==> config.mk <==
export PLATFORM = sky130hd
export DESIGN_NAME = wb_master_top
export DESIGN_NICKNAME = d
export VERILOG_FILES = /design/src/wb_bus_pkg.sv /design/src/mem_req_pkg.sv /design/src/port_decode.sv /design/src/request_latch.sv /design/src/bus_sequencer.sv /design/src/wb_master_top.sv
export SDC_FILE = /design/constraint.sdc
export NUM_CORES = 1
export LEC_CHECK = 0
export ABC_AREA = 1
export BUFFER_PORTS_ARGS = -buffer_cell sky130_fd_sc_hd__buf_2
export CORE_ASPECT_RATIO = 0.5
export CORE_MARGIN = 2
export CORE_UTILIZATION = 40
export DETAILED_ROUTE_END_ITERATION = 8
export GPL_ROUTABILITY_DRIVEN = 0
export HOLD_SLACK_MARGIN = 0.08
export PLACE_DENSITY_LB_ADDON = 0.05
export SLEW_MARGIN = 15
export SYNTH_ARGS = -nofsm -noshare
export SYNTH_HDL_FRONTEND = slang
export SYNTH_HIERARCHICAL = 1
export SYNTH_SLANG_ARGS = --single-unit
==> constraint.sdc <==
create_clock -name i_clk -period 2.7 [get_ports i_clk]
set_input_delay 0.27 -clock i_clk [delete_from_list [all_inputs] [get_ports i_clk]]
set_output_delay 0.27 -clock i_clk [all_outputs]
set_load 0.03 [all_outputs]
==> src/wb_bus_pkg.sv <==
// ================================================
// wishbone widths and bus types for the cache bus master
// the master drives its bus side as one packed struct
// which the top level flattens onto the o_wb_ pins
// ================================================
package wb_bus_pkg;

    // ================================================
    // bus widths
    // ================================================
    localparam int ADDR_W     = 32;
    localparam int DATA_W     = 32;
    localparam int SEL_W      = 4;

    // number of address bits that select a byte inside one bus word
    localparam int BYTE_OFF_W = $clog2(SEL_W);

    typedef logic [ADDR_W-1:0]     wb_addr_t;
    typedef logic [DATA_W-1:0]     wb_data_t;
    typedef logic [SEL_W-1:0]      wb_sel_t;
    typedef logic [BYTE_OFF_W-1:0] wb_byte_off_t;

    // ================================================
    // master driven bus
    // ================================================
    // cyc and stb are kept as separate fields even though this master
    // raises and drops them together on every cycle it runs
    typedef struct packed {
        wb_addr_t adr;
        wb_data_t dat;
        wb_sel_t  sel;
        logic     we;
        logic     cyc;
        logic     stb;
    } wb_out_t;

endpackage

==> src/mem_req_pkg.sv <==
// ================================================
// request side definitions for the cache bus master
// holds the port numbering and priority order, the uniform
// request record passed between decoder, latches and
// sequencer, and the rule that turns byte enables into
// the low address bits of a bus cycle
// ================================================
package mem_req_pkg;
    import wb_bus_pkg::*;

    // the three request sources
    localparam int N_PORTS = 3;
    localparam int PORT_W  = $clog2(N_PORTS);

    typedef logic [PORT_W-1:0] port_idx_t;

    // a lower index means a higher priority at the arbiter
    localparam port_idx_t PORT_DC_CACHED   = port_idx_t'(0);
    localparam port_idx_t PORT_DC_UNCACHED = port_idx_t'(1);
    localparam port_idx_t PORT_ICACHE      = port_idx_t'(2);

    // one request as seen by the latches and the sequencer
    // after the latch the strobe bit carries the pending flag instead
    typedef struct packed {
        logic         strobe;
        logic         qword;
        logic         write;
        wb_addr_t     addr;
        wb_data_t     data;
        wb_sel_t      be;
        wb_byte_off_t addr_lo;
    } port_req_t;

    // single byte enables point at their own lane
    // half word enables point at the lower lane of the pair
    // anything else is treated as a word access at offset zero
    function automatic wb_byte_off_t lane_to_addr_lo(input wb_sel_t be);
        wb_byte_off_t lo;
        case (be)
            4'b0001: lo = 2'd0;
            4'b0010: lo = 2'd1;
            4'b0100: lo = 2'd2;
            4'b1000: lo = 2'd3;
            4'b0011: lo = 2'd0;
            4'b1100: lo = 2'd2;
            default: lo = 2'd0;
        endcase
        return lo;
    endfunction

endpackage

==> src/port_decode.sv <==
// ================================================
// turns the icache and dcache request pins into one
// uniform request per port and routes the per-port beat
// acks from the sequencer back to the ready outputs
// purely combinational
// ================================================
`timescale 1ns/1ps

module port_decode
    import wb_bus_pkg::*;
    import mem_req_pkg::*;
(
    // icache side
    input  logic                    i_icache_req,
    input  logic                    i_icache_qword,
    input  wb_addr_t                i_icache_address,

    // dcache side, the attributes are shared by both strobes
    input  logic                    i_dcache_cached_req,
    input  logic                    i_dcache_uncached_req,
    input  logic                    i_dcache_qword,
    input  logic                    i_dcache_write,
    input  wb_data_t                i_dcache_write_data,
    input  wb_sel_t                 i_dcache_byte_enable,
    input  wb_addr_t                i_dcache_address,

    // one bit per port from the sequencer
    input  logic [N_PORTS-1:0]      i_beat_ack,

    output port_req_t [N_PORTS-1:0] o_port_req,
    output logic                    o_icache_ready,
    output logic                    o_dcache_cached_ready,
    output logic                    o_dcache_uncached_ready
);

    // byte enables only matter for writes, reads fetch the whole word
    wb_sel_t   dcache_be;
    port_req_t dcache_base;

    assign dcache_be = i_dcache_write ? i_dcache_byte_enable : '1;

    always_comb
    begin
        // common dcache record, each port then adds its own strobe
        dcache_base.strobe  = 1'b0;
        dcache_base.qword   = i_dcache_qword;
        dcache_base.write   = i_dcache_write;
        dcache_base.addr    = i_dcache_address;
        dcache_base.data    = i_dcache_write_data;
        dcache_base.be      = dcache_be;
        dcache_base.addr_lo = lane_to_addr_lo(dcache_be);
    end

    always_comb
    begin
        o_port_req[PORT_DC_CACHED]        = dcache_base;
        o_port_req[PORT_DC_CACHED].strobe = i_dcache_cached_req;

        // uncached accesses never fill a line
        o_port_req[PORT_DC_UNCACHED]        = dcache_base;
        o_port_req[PORT_DC_UNCACHED].strobe = i_dcache_uncached_req;
        o_port_req[PORT_DC_UNCACHED].qword  = 1'b0;

        // instruction fetches are word aligned reads of all four lanes
        o_port_req[PORT_ICACHE].strobe  = i_icache_req;
        o_port_req[PORT_ICACHE].qword   = i_icache_qword;
        o_port_req[PORT_ICACHE].write   = 1'b0;
        o_port_req[PORT_ICACHE].addr    = {i_icache_address[ADDR_W-1:BYTE_OFF_W],
                                           {BYTE_OFF_W{1'b0}}};
        o_port_req[PORT_ICACHE].data    = '0;
        o_port_req[PORT_ICACHE].be      = '1;
        o_port_req[PORT_ICACHE].addr_lo = lane_to_addr_lo('1);
    end

    // a ready pulse goes out on every acked beat of the port's transfer
    assign o_dcache_cached_ready   = i_beat_ack[PORT_DC_CACHED];
    assign o_dcache_uncached_ready = i_beat_ack[PORT_DC_UNCACHED];
    assign o_icache_ready          = i_beat_ack[PORT_ICACHE];

endmodule

==> src/request_latch.sv <==
// ================================================
// holds one strobed request until the sequencer has
// finished its last beat, so a source can fire a single
// cycle strobe and carry on while the bus is busy
// the strobe bit of the output is the pending flag
// ================================================
`timescale 1ns/1ps

module request_latch
    import mem_req_pkg::*;
(
    input  logic      i_clk,
    input  logic      quick_n_reset,

    // strobe plus attributes from the decoder
    input  port_req_t i_req,

    // high in the cycle the last beat of this port is acked
    input  logic      i_done,

    output port_req_t o_held
);

    // ================================================
    // pending flag
    // ================================================
    logic      pending_r;
    port_req_t held_r;

    // a new strobe wins over done so a source that strobes again
    // right on its final ready is not lost
    always_ff @(posedge i_clk)
    begin
        if (!quick_n_reset)
        begin
            pending_r <= 1'b0;
        end
        else if (i_req.strobe)
        begin
            pending_r <= 1'b1;
        end
        else if (i_done)
        begin
            pending_r <= 1'b0;
        end
    end

    // ================================================
    // request attributes
    // ================================================
    // captured only on a strobe and left alone for the whole transfer
    always_ff @(posedge i_clk)
    begin
        if (i_req.strobe)
        begin
            held_r <= i_req;
        end
    end

    always_comb
    begin
        o_held        = held_r;
        o_held.strobe = pending_r;
    end

endmodule

==> src/bus_sequencer.sv <==
// ================================================
// picks the highest priority pending request and runs it
// on the wishbone bus as a single word cycle or as a
// wrapping line fill of BURST_BEATS words
// beat acks and done are decoded straight from i_wb_ack
// ================================================
`timescale 1ns/1ps

module bus_sequencer
    import wb_bus_pkg::*;
    import mem_req_pkg::*;
#(
    parameter int BURST_BEATS = 4
)
(
    input  logic                    i_clk,
    input  logic                    quick_n_reset,

    // held requests from the latches, strobe is the pending flag
    input  port_req_t [N_PORTS-1:0] i_held,
    input  logic                    i_wb_ack,

    output wb_out_t                 o_wb,
    output logic [N_PORTS-1:0]      o_done,
    output logic [N_PORTS-1:0]      o_beat_ack
);

    // the word index inside a line sits just above the byte offset
    localparam int BEAT_W  = $clog2(BURST_BEATS);
    localparam int WORD_LO = BYTE_OFF_W;
    localparam int WORD_HI = BYTE_OFF_W + BEAT_W - 1;

    typedef logic [BEAT_W-1:0] beat_t;

    // BURST takes every beat of a line fill but the last one
    // LAST_ACK waits for the only beat of a single or the final beat of a fill
    typedef enum logic [1:0] {
        IDLE,
        BURST,
        LAST_ACK
    } seq_state_t;

    seq_state_t         state_r;
    beat_t              beat_cnt_r;
    port_idx_t          serv_idx_r;
    logic               active_r;
    logic               we_r;
    wb_addr_t           adr_r;
    wb_data_t           dat_r;
    wb_sel_t            sel_r;

    logic               grant_valid;
    port_idx_t          grant_idx;
    port_req_t          grant_req;
    beat_t              next_word;
    logic [N_PORTS-1:0] serv_onehot;

    // ================================================
    // fixed priority arbiter
    // ================================================
    // the lowest index that is pending wins
    always_comb
    begin
        grant_valid = 1'b0;
        grant_idx   = '0;
        for (int i = 0; i < N_PORTS; i++)
        begin
            if (i_held[i].strobe && !grant_valid)
            begin
                grant_valid = 1'b1;
                grant_idx   = port_idx_t'(i);
            end
        end
    end

    assign grant_req = i_held[grant_idx];

    // next word of the line, the carry out is dropped so it wraps
    assign next_word = adr_r[WORD_HI:WORD_LO] + beat_t'(1);

    // ================================================
    // state machine
    // ================================================
    always_ff @(posedge i_clk)
    begin
        if (!quick_n_reset)
        begin
            state_r    <= IDLE;
            beat_cnt_r <= '0;
            serv_idx_r <= '0;
            active_r   <= 1'b0;
            we_r       <= 1'b0;
        end
        else
        begin
            case (state_r)
                IDLE:
                begin
                    beat_cnt_r <= '0;
                    if (grant_valid)
                    begin
                        serv_idx_r <= grant_idx;
                        active_r   <= 1'b1;
                        we_r       <= grant_req.write;
                        // only reads are ever filled as a line
                        if (grant_req.qword && !grant_req.write)
                        begin
                            state_r <= BURST;
                        end
                        else
                        begin
                            state_r <= LAST_ACK;
                        end
                    end
                end

                BURST:
                begin
                    if (i_wb_ack)
                    begin
                        beat_cnt_r <= beat_cnt_r + beat_t'(1);
                        // one beat left after this ack
                        if (beat_cnt_r == beat_t'(BURST_BEATS - 2))
                        begin
                            state_r <= LAST_ACK;
                        end
                    end
                end

                LAST_ACK:
                begin
                    if (i_wb_ack)
                    begin
                        active_r <= 1'b0;
                        we_r     <= 1'b0;
                        state_r  <= IDLE;
                    end
                end

                default:
                begin
                    state_r <= IDLE;
                end
            endcase
        end
    end

    // ================================================
    // address, data and byte lanes
    // ================================================
    // loaded at the start of a cycle and held through any wait states
    always_ff @(posedge i_clk)
    begin
        if (state_r == IDLE && grant_valid)
        begin
            adr_r <= {grant_req.addr[ADDR_W-1:BYTE_OFF_W], grant_req.addr_lo};
            dat_r <= grant_req.data;
            sel_r <= grant_req.be;
        end
        else if (state_r == BURST && i_wb_ack)
        begin
            adr_r[WORD_HI:WORD_LO] <= next_word;
        end
    end

    always_comb
    begin
        for (int i = 0; i < N_PORTS; i++)
        begin
            serv_onehot[i] = (serv_idx_r == port_idx_t'(i));
        end
    end

    // every acked beat is reported, done only on the final one
    assign o_beat_ack = (active_r && i_wb_ack) ? serv_onehot : '0;
    assign o_done     = (state_r == LAST_ACK && i_wb_ack) ? serv_onehot : '0;

    assign o_wb = '{adr: adr_r,
                    dat: dat_r,
                    sel: sel_r,
                    we:  we_r,
                    cyc: active_r,
                    stb: active_r};

endmodule

==> src/wb_master_top.sv <==
// ================================================
// top level of the cache to wishbone bus master
// the decoder feeds one request latch per port and the
// sequencer drains the latches onto the bus
// BURST_BEATS sets the line fill length in words
// ================================================
`timescale 1ns/1ps

module wb_master_top
    import wb_bus_pkg::*;
    import mem_req_pkg::*;
#(
    parameter int BURST_BEATS = 4
)
(
    input  logic     i_clk,
    input  logic     quick_n_reset,

    // icache requests
    input  logic     i_icache_req,
    input  logic     i_icache_qword,
    input  wb_addr_t i_icache_address,
    output wb_data_t o_icache_read_data,
    output logic     o_icache_ready,

    // dcache requests
    input  logic     i_dcache_cached_req,
    input  logic     i_dcache_uncached_req,
    input  logic     i_dcache_qword,
    input  logic     i_dcache_write,
    input  wb_data_t i_dcache_write_data,
    input  wb_sel_t  i_dcache_byte_enable,
    input  wb_addr_t i_dcache_address,
    output wb_data_t o_dcache_read_data,
    output logic     o_dcache_cached_ready,
    output logic     o_dcache_uncached_ready,

    // wishbone bus
    output wb_addr_t o_wb_adr,
    output wb_sel_t  o_wb_sel,
    output logic     o_wb_we,
    output wb_data_t o_wb_dat,
    output logic     o_wb_cyc,
    output logic     o_wb_stb,
    input  wb_data_t i_wb_dat,
    input  logic     i_wb_ack
);

    port_req_t [N_PORTS-1:0] port_req;
    port_req_t [N_PORTS-1:0] held_req;
    logic [N_PORTS-1:0]      done;
    logic [N_PORTS-1:0]      beat_ack;
    wb_out_t                 wb_out;

    port_decode u_decode (
        .i_icache_req            (i_icache_req),
        .i_icache_qword          (i_icache_qword),
        .i_icache_address        (i_icache_address),
        .i_dcache_cached_req     (i_dcache_cached_req),
        .i_dcache_uncached_req   (i_dcache_uncached_req),
        .i_dcache_qword          (i_dcache_qword),
        .i_dcache_write          (i_dcache_write),
        .i_dcache_write_data     (i_dcache_write_data),
        .i_dcache_byte_enable    (i_dcache_byte_enable),
        .i_dcache_address        (i_dcache_address),
        .i_beat_ack              (beat_ack),
        .o_port_req              (port_req),
        .o_icache_ready          (o_icache_ready),
        .o_dcache_cached_ready   (o_dcache_cached_ready),
        .o_dcache_uncached_ready (o_dcache_uncached_ready)
    );

    // one latch per request source
    generate
        for (genvar p = 0; p < N_PORTS; p++)
        begin : g_latch
            request_latch u_latch (
                .i_clk         (i_clk),
                .quick_n_reset (quick_n_reset),
                .i_req         (port_req[p]),
                .i_done        (done[p]),
                .o_held        (held_req[p])
            );
        end
    endgenerate

    bus_sequencer #(
        .BURST_BEATS (BURST_BEATS)
    ) u_sequencer (
        .i_clk         (i_clk),
        .quick_n_reset (quick_n_reset),
        .i_held        (held_req),
        .i_wb_ack      (i_wb_ack),
        .o_wb          (wb_out),
        .o_done        (done),
        .o_beat_ack    (beat_ack)
    );

    // ================================================
    // bus pins
    // ================================================
    assign o_wb_adr = wb_out.adr;
    assign o_wb_sel = wb_out.sel;
    assign o_wb_we  = wb_out.we;
    assign o_wb_dat = wb_out.dat;
    assign o_wb_cyc = wb_out.cyc;
    assign o_wb_stb = wb_out.stb;

    // read data is only valid while the matching ready is high
    assign o_icache_read_data = i_wb_dat;
    assign o_dcache_read_data = i_wb_dat;

endmodule

==> reports/metrics.cfg, run 1 <==
[pwr]
leakagePower_nw = 5.45
power_density_nw_per_um2 = 840
ir_drop_mv = 0.318
total_power_mw = 11.7

[worst_hold_path]
worstHoldPathCells = 1
min_path_type = in -> reg
hp-start = i_icache_req
min_to = g_latch[2].u_latch/o_held[9]$_DFFE_PP_

[route]
wl_per_cell_microns = 16.6
drc = 0
drtIter0Drc = 290
first_pass_iters = 4
routed_wl_mm = 24.5
vias_per_cell = 4.37
via_count = 6456
postRouteAntennaNets = 0

[global_routing]
grt_usage_pct = 14.9
antenna_found_initial = 0
grt_max_degree = 45
grt_pass1_wl_mm = 36.6
overflow = 0
grt_pass1_vias = 6423

[floorplan]
start_util_pct = 41.1
die_area_sq_um = 32900
num_rows = 45
io_pins = 279
die_h_microns = 129
die_width_microns = 255
core_area_sq_um = 30600

[finish]
antenna_cells = 0
area_delta_synth_final_pct = 10.7
final_cells = 1479
fin_nets = 1177
fin_util_pct = 45.5
drive_gt1_share_pct = 23.5
design_area_sq_um = 13900
nFillCells = 2791

[critical_path]
start_kind = flop
r2r_start = g_latch[1].u_latch/pending_r$_SDFFE_PN0P_
end_kind = flop
crit_type = reg -> reg
crit_start = g_latch[1].u_latch/pending_r$_SDFFE_PN0P_
cp_max_fo = 20
cp.required_ns = 2.99
ff2ff_path_depth = 5
arrival_ns = 2.25
rrSetupSlack_ns = 0.74
reg2reg_to = u_sequencer/adr_r[2]$_DFFE_PP_

[sta]
setup_tns_ns = 0
hold_viol = 0
setup_viol = 0
fin_skew_ns = 0.00772
tightest_slew_ns = 0.540
slew_viol_final = 0
rsz0062_at_grt = no
hold-worst-slack_ns = 0.149
fin_crit_sh_pct = 72.6
period_minus_slack_ns = 1.96
fmax_ghz = 0.510
relSlewSlack_pct = 64.0
timing.final.ws_setup_ns = 0.740

[clock_tree]
clk_pin_slew_ns = 0.07
clock-sinks = 289
htreeDepth = 1
clock_insertion_delay_worst_skew_ns = 0.54
postCtsSetupRepairBufs = 0
cts_tree = built
cts_root_buf = clkbuf_16
clock_path_buffers = 3
cts_buffers = 27
post_cts_resized = 0

[place]
hpwl_mm = 14.9
placed_area_sq_um = 12100
pre_cts_ws_ns = 0.748
dpl.cell_count = 1329
io_buffers = 178

[job]
cap_violations = 0

[yosys]
syn_area_per_cell_sq_um = 12.8
synth_cells = 983
ys_warn_count = 6
netlist_area_sq_um = 12600

[run_status]
status = finished, final reports clean

## registers in the layout, summed over array words and instances, names as in the netlist
signal	cells
u_sequencer/dat_r	32
u_sequencer/active_r	1
u_sequencer/sel_r	4
u_sequencer/adr_r	32
g_latch.u_latch/pending_r	3
g_latch.u_latch/o_held	210
u_sequencer/serv_idx_r	2
u_sequencer/state_r	2
u_sequencer/we_r	1
u_sequencer/beat_cnt_r	2
## per-layer routing
layer | global-route usage (%) | share of wire [%] | wire length [microns] | vias up
met1 | 18.2 | 43 | 10500 | 3119
met3 | 2.75 | 3.4 | 824 | 70
met2 | 26.7 | 51 | 12500 | 103
met4 | 4.99 | 2.8 | 686 | 0
li1 | - | - | - | 3164
met5 | 0 | 0 | 0 | -
## final cells by class
class                   instances  area, sq um  share of cell area (%)
inverters                      31          118                   0.846
repair buffers                294         2090                    15.1
clock inverters                20          149                    1.07
flip-flops and latches        289         8570                    61.6
multi-input cells             392         1750                    12.6
clock buffers                  30          687                    4.94
well taps                     423          529                    3.81
## worst max-delay path by stage
stage                                           to
finish              u_sequencer/adr_r[2]$_DFFE_PP_
global placement    u_sequencer/adr_r[3]$_DFFE_PP_
detailed placement  u_sequencer/adr_r[2]$_DFFE_PP_
global route        u_sequencer/adr_r[2]$_DFFE_PP_
CTS                 u_sequencer/adr_r[2]$_DFFE_PP_
floorplan           u_sequencer/adr_r[2]$_DFFE_PP_
## cells in the final DEF, fill, tap and decap left out
| cell | instances |
|---|---|
| nand4_1 | 1 |
| nor2_4 | 1 |
| nand3b_1 | 1 |
| a21oi_2 | 4 |
| edfxtp_1 | 278 |
| a31oi_1 | 66 |
| xnor2_1 | 1 |
| nand2_2 | 2 |
| clkinv_1 | 8 |
| buf_2 | 175 |
| o21ai_0 | 5 |
| buf_4 | 13 |
| inv_1 | 29 |
| clkbuf_16 | 27 |
| nor2_1 | 73 |
| inv_6 | 1 |
| ha_1 | 1 |
| bufinv_16 | 2 |
| dlygate4sd3_1 | 100 |
| conb_1 | 40 |
| nand2_4 | 2 |
| clkinv_2 | 8 |
| clkbuf_1 | 3 |
| or2_2 | 2 |
| dfxtp_1 | 11 |
| nand2_1 | 166 |
| a21oi_1 | 8 |
| buf_12 | 6 |
| o22ai_1 | 2 |
| clkinvlp_4 | 2 |
| nand3_1 | 8 |
| nor2_2 | 2 |
| inv_2 | 1 |
| nor3_1 | 7 |
## critical path, stage by stage (launching register included)
cell and delay [ns]:
dfxtp_1 0.38, nor2_2 0.23, nand2_1 0.10, nand2_2 0.16, clkinv_2 0.39, or2_2 0.45
## where the power goes
group	switching (mW)	total (mW)	internal (mW)
logic	1.52	2.13	0.610
clock network	1.63	3.66	2.02
registers	0.193	5.90	5.70
## repair_timing
item                                   in CTS  in global routing
setup endpoints to repair                   0                  0
hold buffers                              100                  0
endpoints found under the hold margin     173                  0
(Power assumes the default switching activity.)
==> run 2: changes to the inputs <==
==> constraint.sdc (replaced) <==
create_clock -name i_clk -period 1.7 [get_ports i_clk]
set_input_delay 0.17 -clock i_clk [delete_from_list [all_inputs] [get_ports i_clk]]
set_output_delay 0.17 -clock i_clk [all_outputs]
set_load 0.03 [all_outputs]
==> run 2 against run 1 <==
Non-clock buffer count grew 11. Critical path depth is 2 lower. Largest cell class unchanged. Critical endpoint is now o_dcache_uncached_ready. First-iteration DRC count decreased by 2.1%. Clock skew is 0.00053 ns higher.
==> reports/metrics.cfg, run 2 (same netlist as run 1, synthesis figures left out) <==
[critical_path]
end_kind = primary output
critPathSlowestCell = dfxtp_1
cp_num_cells = 3  ; -2
start_kind = flop
reg2reg_to = u_sequencer/dat_r[13]$_DFFE_PP_
crit_end = o_dcache_uncached_ready
cp_max_fo = 5  ; -75%
rrSetupSlack_ns = 0.12  ; -0.62 ns
crit_family = flip-flops
crit_start = u_sequencer/serv_idx_r[0]$_SDFFE_PN0P_
arrival_ns = 1.49  ; -0.76 ns
cp.required_ns = 1.53  ; -1.46 ns
ff2ff_path_depth = 7  ; +2
path_cells = inv_1 -> nor3_1 -> buf_4
crit_buf_inv = 2  ; +1
slowest_delay_ns = 0.41  ; -0.04 ns
crit_type = reg -> out
r2r_start = u_sequencer/state_r[0]$_SDFFE_PN0P_

[finish]
mostFrequentLayoutCells = edfxtp_1 (278), buf_2 (172), nand2_1 (165)
area_delta_synth_final_pct = 12.4
layout_commonest_cell = edfxtp_1
largest_reg_flops = 210  ; unchanged
fin_nets = 1189  ; +1.0%
final_cells = 1486  ; +0.47%
fin_util_pct = 46.2  ; +0.70 points
drive_gt1_share_pct = 23.6  ; +0.13 points
antenna_cells = 0  ; unchanged

[sta]
period_minus_slack_ns = 1.66
hold_viol = 0  ; unchanged
fmax_ghz = 0.603
rsz0062_at_grt = yes
setup_viol = 0  ; unchanged
fin_crit_sh_pct = 97.6
fin_skew_ns = 0.00825  ; +0.000530 ns
slew_viol_final = 0  ; unchanged
setup_tns_ns = 0  ; unchanged
hold-worst-slack_ns = 0.131  ; -0.0184 ns

[clock_tree]
cts_buffers = 28  ; +3.7%
clock_insertion_delay_worst_skew_ns = 0.54  ; about the same
cts_root_buf = clkbuf_16
clk_pin_slew_ns = 0.07  ; about the same
htreeDepth = 1  ; unchanged
clock-sinks = 289  ; unchanged
cts_tree = built
clock_path_buffers = 3  ; unchanged

[place]
hpwl_mm = 14.7  ; -1.5%
dpl.cell_count = 1337  ; +0.60%
io_buffers = 178  ; unchanged

[route]
wl_per_cell_microns = 16.5  ; -0.71%
first_pass_iters = 4  ; unchanged
routed_wl_mm = 24.5  ; -0.24%
via_count = 6493  ; +0.57%
dr_wl_met3_microns = 893  ; +8.4%
postRouteAntennaNets = 0  ; unchanged
drtIter0Drc = 284  ; -2.1%
route.met2.wl_mm = 12.3  ; -1.2%
drc = 0  ; unchanged
vias_per_cell = 4.37  ; about the same
met1Wirelength_mm = 10.6  ; +0.28%
dr.max_layer_used = met4

[global_routing]
grt_usage_pct = 14.8  ; -0.076 points
grt_max_degree = 72  ; +60%
grt_pass1_vias = 6497  ; +1.2%
antenna_found_initial = 0  ; unchanged
grt_pass1_wl_mm = 36.6  ; +0.17%
overflow = 0  ; unchanged

[pwr]
ir_drop_mv = 0.603  ; +90%
leakagePower_nw = 5.52  ; +1.4%
total_power_mw = 18.7  ; +60%
power_density_nw_per_um2 = 1320  ; +57%

[floorplan]
die_area_sq_um = 32900  ; unchanged
core_area_sq_um = 30600  ; unchanged
die_width_microns = 255  ; unchanged
start_util_pct = 41.1  ; unchanged
die_h_microns = 129  ; unchanged
io_pins = 279  ; unchanged
num_rows = 45  ; unchanged

[job]
cap_violations = 0  ; unchanged

[run_status]
status = finished, final reports clean

[worst_hold_path]
min_path_type = in -> reg

==> run 2: changes by cell type in the layout (fill, tap and decap cells not counted), moves of 3 or more <==
cell      previous run  this run
clkbuf_1             3        11
buf_12               6        18
clkinv_1             8         5
clkinv_2             8         1
buf_2              175       172
==> run 2: cell type report <==
cell class / count / area [sq um]
flip-flops and latches: 289 / 8570
inverters: 31 / 120
multi-input cells: 392 / 1760
well taps: 423 / 529
clock inverters: 6 / 23.8
repair buffers: 305 / 2340
fillers: 2785 / 16500
clock buffers: 40 / 767
==> run 2: worst min path at each step <==
| stage | from | end | slack (ns) | depth (start not counted) |
|---|---|---|---|---|
| floorplan | quick_n_reset | g_latch[0].u_latch/pending_r$_SDFFE_PN0P_ | 0.29 | 2 |
| global placement | i_wb_dat[1] | o_dcache_read_data[1] | 0.34 | 0 |
| detailed placement | i_wb_dat[1] | o_dcache_read_data[1] | 0.34 | 0 |
| CTS | i_icache_req | g_latch[2].u_latch/o_held[40]$_DFFE_PP_ | 0.12 | 2 |
| global route | i_icache_req | g_latch[2].u_latch/o_held[40]$_DFFE_PP_ | 0.12 | 2 |
| finish | i_icache_req | g_latch[2].u_latch/o_held[67]$_DFFE_PP_ | 0.13 | 2 |
==> run 2: timing repair <==
action                                  4_1_cts  5_1_grt
buffers inserted                              0        1
gates resized for setup                       3        2
endpoints found under the setup margin        2       51
hold buffers                                102        0
hold endpoints to repair                    192        0
gates cloned                                  0        0
==> run 2: report_power, final <==
| group | internal, mW | total [mW] | switching, mW |
|---|---|---|---|
| sequential | 9.06 | 9.39 | 0.328 |
| combinational | 1.24 | 3.70 | 2.46 |
| clock | 3.09 | 5.57 | 2.48 |
| total | 13.4 | 18.7 | 5.27 |
==> run 2: through the flow <==
step	setup slack (ns)	instance area [sq um]
after floorplan	-0.663	12700
after global routing	-0.0169	14100
final	0.0408	14100
after CTS	0.00782	14100
after detailed placement	0.0833	12300
after global placement	0.149	12300
==> run 2: layer usage <==
| metal | global-route usage [%] | up-vias |
|---|---|---|
| met3 | 2.89 | 69 |
| met2 | 26.3 | 86 |
| li1 | - | 3174 |
| met4 | 4.64 | 0 |
| met5 | 0 | - |
| met1 | 18.4 | 3164 |
==> run 3: changes to the inputs <==
--- a/config.mk
+++ b/config.mk
@@ -13,7 +13,7 @@
 export DETAILED_ROUTE_END_ITERATION = 8
 export GPL_ROUTABILITY_DRIVEN = 0
 export HOLD_SLACK_MARGIN = 0.08
-export PLACE_DENSITY_LB_ADDON = 0.05
+export SETUP_SLACK_MARGIN = 0.15
 export SLEW_MARGIN = 15
 export SYNTH_ARGS = -nofsm -noshare
 export SYNTH_HDL_FRONTEND = slang
==> run 3 against run 2 <==
Wire length is 5.2% higher. Design area is 1.3% higher. Count of clock-buffer cells in the layout is 8 lower. First-iteration DRC count is 64% higher. Combinational power is 5.9% higher. Register-to-register slack better by 0.08 ns. Worst hold slack better by 0.21 ns. Sequential power hardly changed. Core utilization is 0.60 points higher.
==> reports/metrics.cfg, run 3 (same netlist as run 1, synthesis figures left out) <==
[run_status]
status = finished, final reports clean

[sta]
slew_viol_final = 0  ; unchanged
fmax_ghz = 0.669  ; +11%
period_minus_slack_ns = 1.50  ; -0.163 ns
rsz0062_at_grt = yes
setup_tns_ns = 0  ; unchanged
timing.final.ws_setup_ns = 0.204  ; +0.163 ns
fin_skew_ns = 0.0107  ; +0.00246 ns
fin_crit_sh_pct = 88.0  ; -9.6 points
hold-worst-slack_ns = 0.339  ; +0.208 ns
hold_viol = 0  ; unchanged
setup_viol = 0  ; unchanged

[clock_tree]
clock_insertion_delay_worst_skew_ns = 0.54  ; about the same
cts_tree = built
cts_root_buf = clkbuf_16
cts_buffers = 27  ; -3.6%
clock_path_buffers = 3  ; unchanged
clk_pin_slew_ns = 0.06  ; about the same
clock-sinks = 289  ; unchanged
htreeDepth = 1  ; unchanged

[floorplan]
io_pins = 279  ; unchanged
start_util_pct = 41.1  ; unchanged
die_width_microns = 255  ; unchanged
die_h_microns = 129  ; unchanged
core_area_sq_um = 30600  ; unchanged
die_area_sq_um = 32900  ; unchanged
num_rows = 45  ; unchanged

[route]
routed_wl_mm = 25.7  ; +5.2%
via_count = 6776  ; +4.4%
vias_per_cell = 4.54  ; +4.0%
postRouteAntennaNets = 0  ; unchanged
first_pass_iters = 5  ; +1
wl_per_cell_microns = 17.3  ; +4.8%
drc = 0  ; unchanged
drtIter0Drc = 467  ; +64%

[global_routing]
overflow = 0  ; unchanged
antenna_found_initial = 0  ; unchanged
grt_pass1_wl_mm = 36.3  ; -0.98%
grt_pass1_vias = 6790  ; +4.5%
grt_usage_pct = 14.6  ; -0.22 points
grt_max_degree = 65  ; -9.7%

[finish]
layout_commonest_cell = edfxtp_1
fin_nets = 1195  ; +0.50%
area_delta_synth_final_pct = 13.9
nFillCells = 2682  ; -3.7%
multi_input_area_sq_um = 1790  ; +1.6%
largest_reg_flops = 210  ; unchanged
ff_latch_area_sq_um = 8580  ; +0.10%
antenna_cells = 0  ; unchanged
design_area_sq_um = 14300  ; +1.3%
drive_gt1_share_pct = 25.3  ; +1.7 points
mostFrequentLayoutCells = edfxtp_1 (278), buf_2 (172), nand2_1 (162)

[critical_path]
end_kind = flop
crit_type = reg -> reg
cp.required_ns = 1.95  ; +0.42 ns
cp_max_fo = 15  ; +10
start_kind = flop
arrival_ns = 1.74  ; +0.25 ns

[place]
io_buffers = 178  ; unchanged
placed_area_sq_um = 12200  ; -0.77%
hpwl_mm = 14.7  ; about the same
pre_cts_ws_ns = 0.153  ; +0.0692 ns

[pwr]
p_seq_share_pct = 49.9  ; -0.4 points
switchingPower_mw = 5.35  ; +1.6%
clkPwrFrac_pct = 29.2  ; -0.7 points
ir_drop_mv = 0.818  ; +36%
pwr-share-comb_pct = 20.9  ; +1.1 points
power_density_nw_per_um2 = 1320  ; -0.53%
intPower_mw = 13.5  ; +0.43%
leakagePower_nw = 5.62  ; +1.8%
p_sw_share_pct = 28.5  ; +0.23 points
total_power_mw = 18.8  ; +0.76%

[job]
cap_violations = 0  ; unchanged

[worst_hold_path]
min_path_type = in -> reg

## run 3: cell count changes in the layout (fill, tap and decap cells not counted), moves of 3 or more
cell	before	now
buf_16	0	3
clkbuf_16	29	33
clkbuf_1	11	5
buf_12	18	13
clkinv_2	1	5
nand2_1	165	162
dfxtp_1	9	6
## run 3: final cells by class
| type | count | share of cell area (%) |
|---|---|---|
| tap | 423 | 3.70 |
| clock buffer | 32 | 4.86 |
| inverter | 31 | 0.840 |
| clock inverter | 12 | 0.578 |
| timing repair buffer | 312 | 17.5 |
| multi-input combinational | 392 | 12.5 |
| sequential | 289 | 60.0 |
## run 3: power by group through the flow
stage / Clock (mW) / Combinational, mW / Sequential [mW]
2_1_floorplan: 0 / 1.70 / 10.5
3_3_place_gp: 0 / 3.33 / 9.51
3_5_place_dp: 0 / 3.38 / 9.54
4_1_cts: 5.64 / 3.58 / 9.40
5_1_grt: 5.92 / 4.19 / 9.49
6_report: 5.50 / 3.92 / 9.39
## run 3: worst max-delay path: stages (launching register included)
cell and delay (ns):
dfxtp_1 0.33, inv_1 0.12, nand2_2 0.08, inv_2 0.09
nand2_4 0.09, clkinvlp_4 0.09, buf_12 0.17, clkbuf_16 0.21
## run 3: per-stage QoR
step | std cells | utilization [%]
floorplan | 1021 | -
global placement | 1331 | 39.9
detailed placement | 1331 | 39.9
CTS | 1479 | 45.9
global route | 1491 | 46.8
finish | 1491 | 46.8
## run 3: metal layers
| layer | share of wire [%] | track usage [%] | vias to the layer above |
|---|---|---|---|
| met5 | 0 | 0 | - |
| met4 | 4.0 | 6.85 | 0 |
| met3 | 5.3 | 3.09 | 78 |
| met2 | 50 | 26.3 | 164 |
| met1 | 40 | 16.7 | 3337 |
| li1 | - | - | 3197 |
## run 3: final timing paths
path	from	cells past startpoint	slack [ns]	end
hold reg to reg	u_sequencer/beat_cnt_r[0]$_SDFFE_PN0P_	1	0.47	u_sequencer/beat_cnt_r[0]$_SDFFE_PN0P_
setup / recovery	u_sequencer/state_r[0]$_SDFFE_PN0P_	7	0.20	u_sequencer/adr_r[26]$_DFFE_PP_
hold / removal	i_icache_address[30]	2	0.34	g_latch[2].u_latch/o_held[68]$_DFFE_PP_
setup reg to reg	u_sequencer/state_r[0]$_SDFFE_PN0P_	7	0.20	u_sequencer/adr_r[26]$_DFFE_PP_
## run 3: repair_timing
action	CTS	global route
cloned	0	6
resized for setup	7	15
hold endpoints to repair	226	0
setup endpoints to repair	24	80
buffers inserted	0	6
pin swaps	1	1
hold buffers	104	0
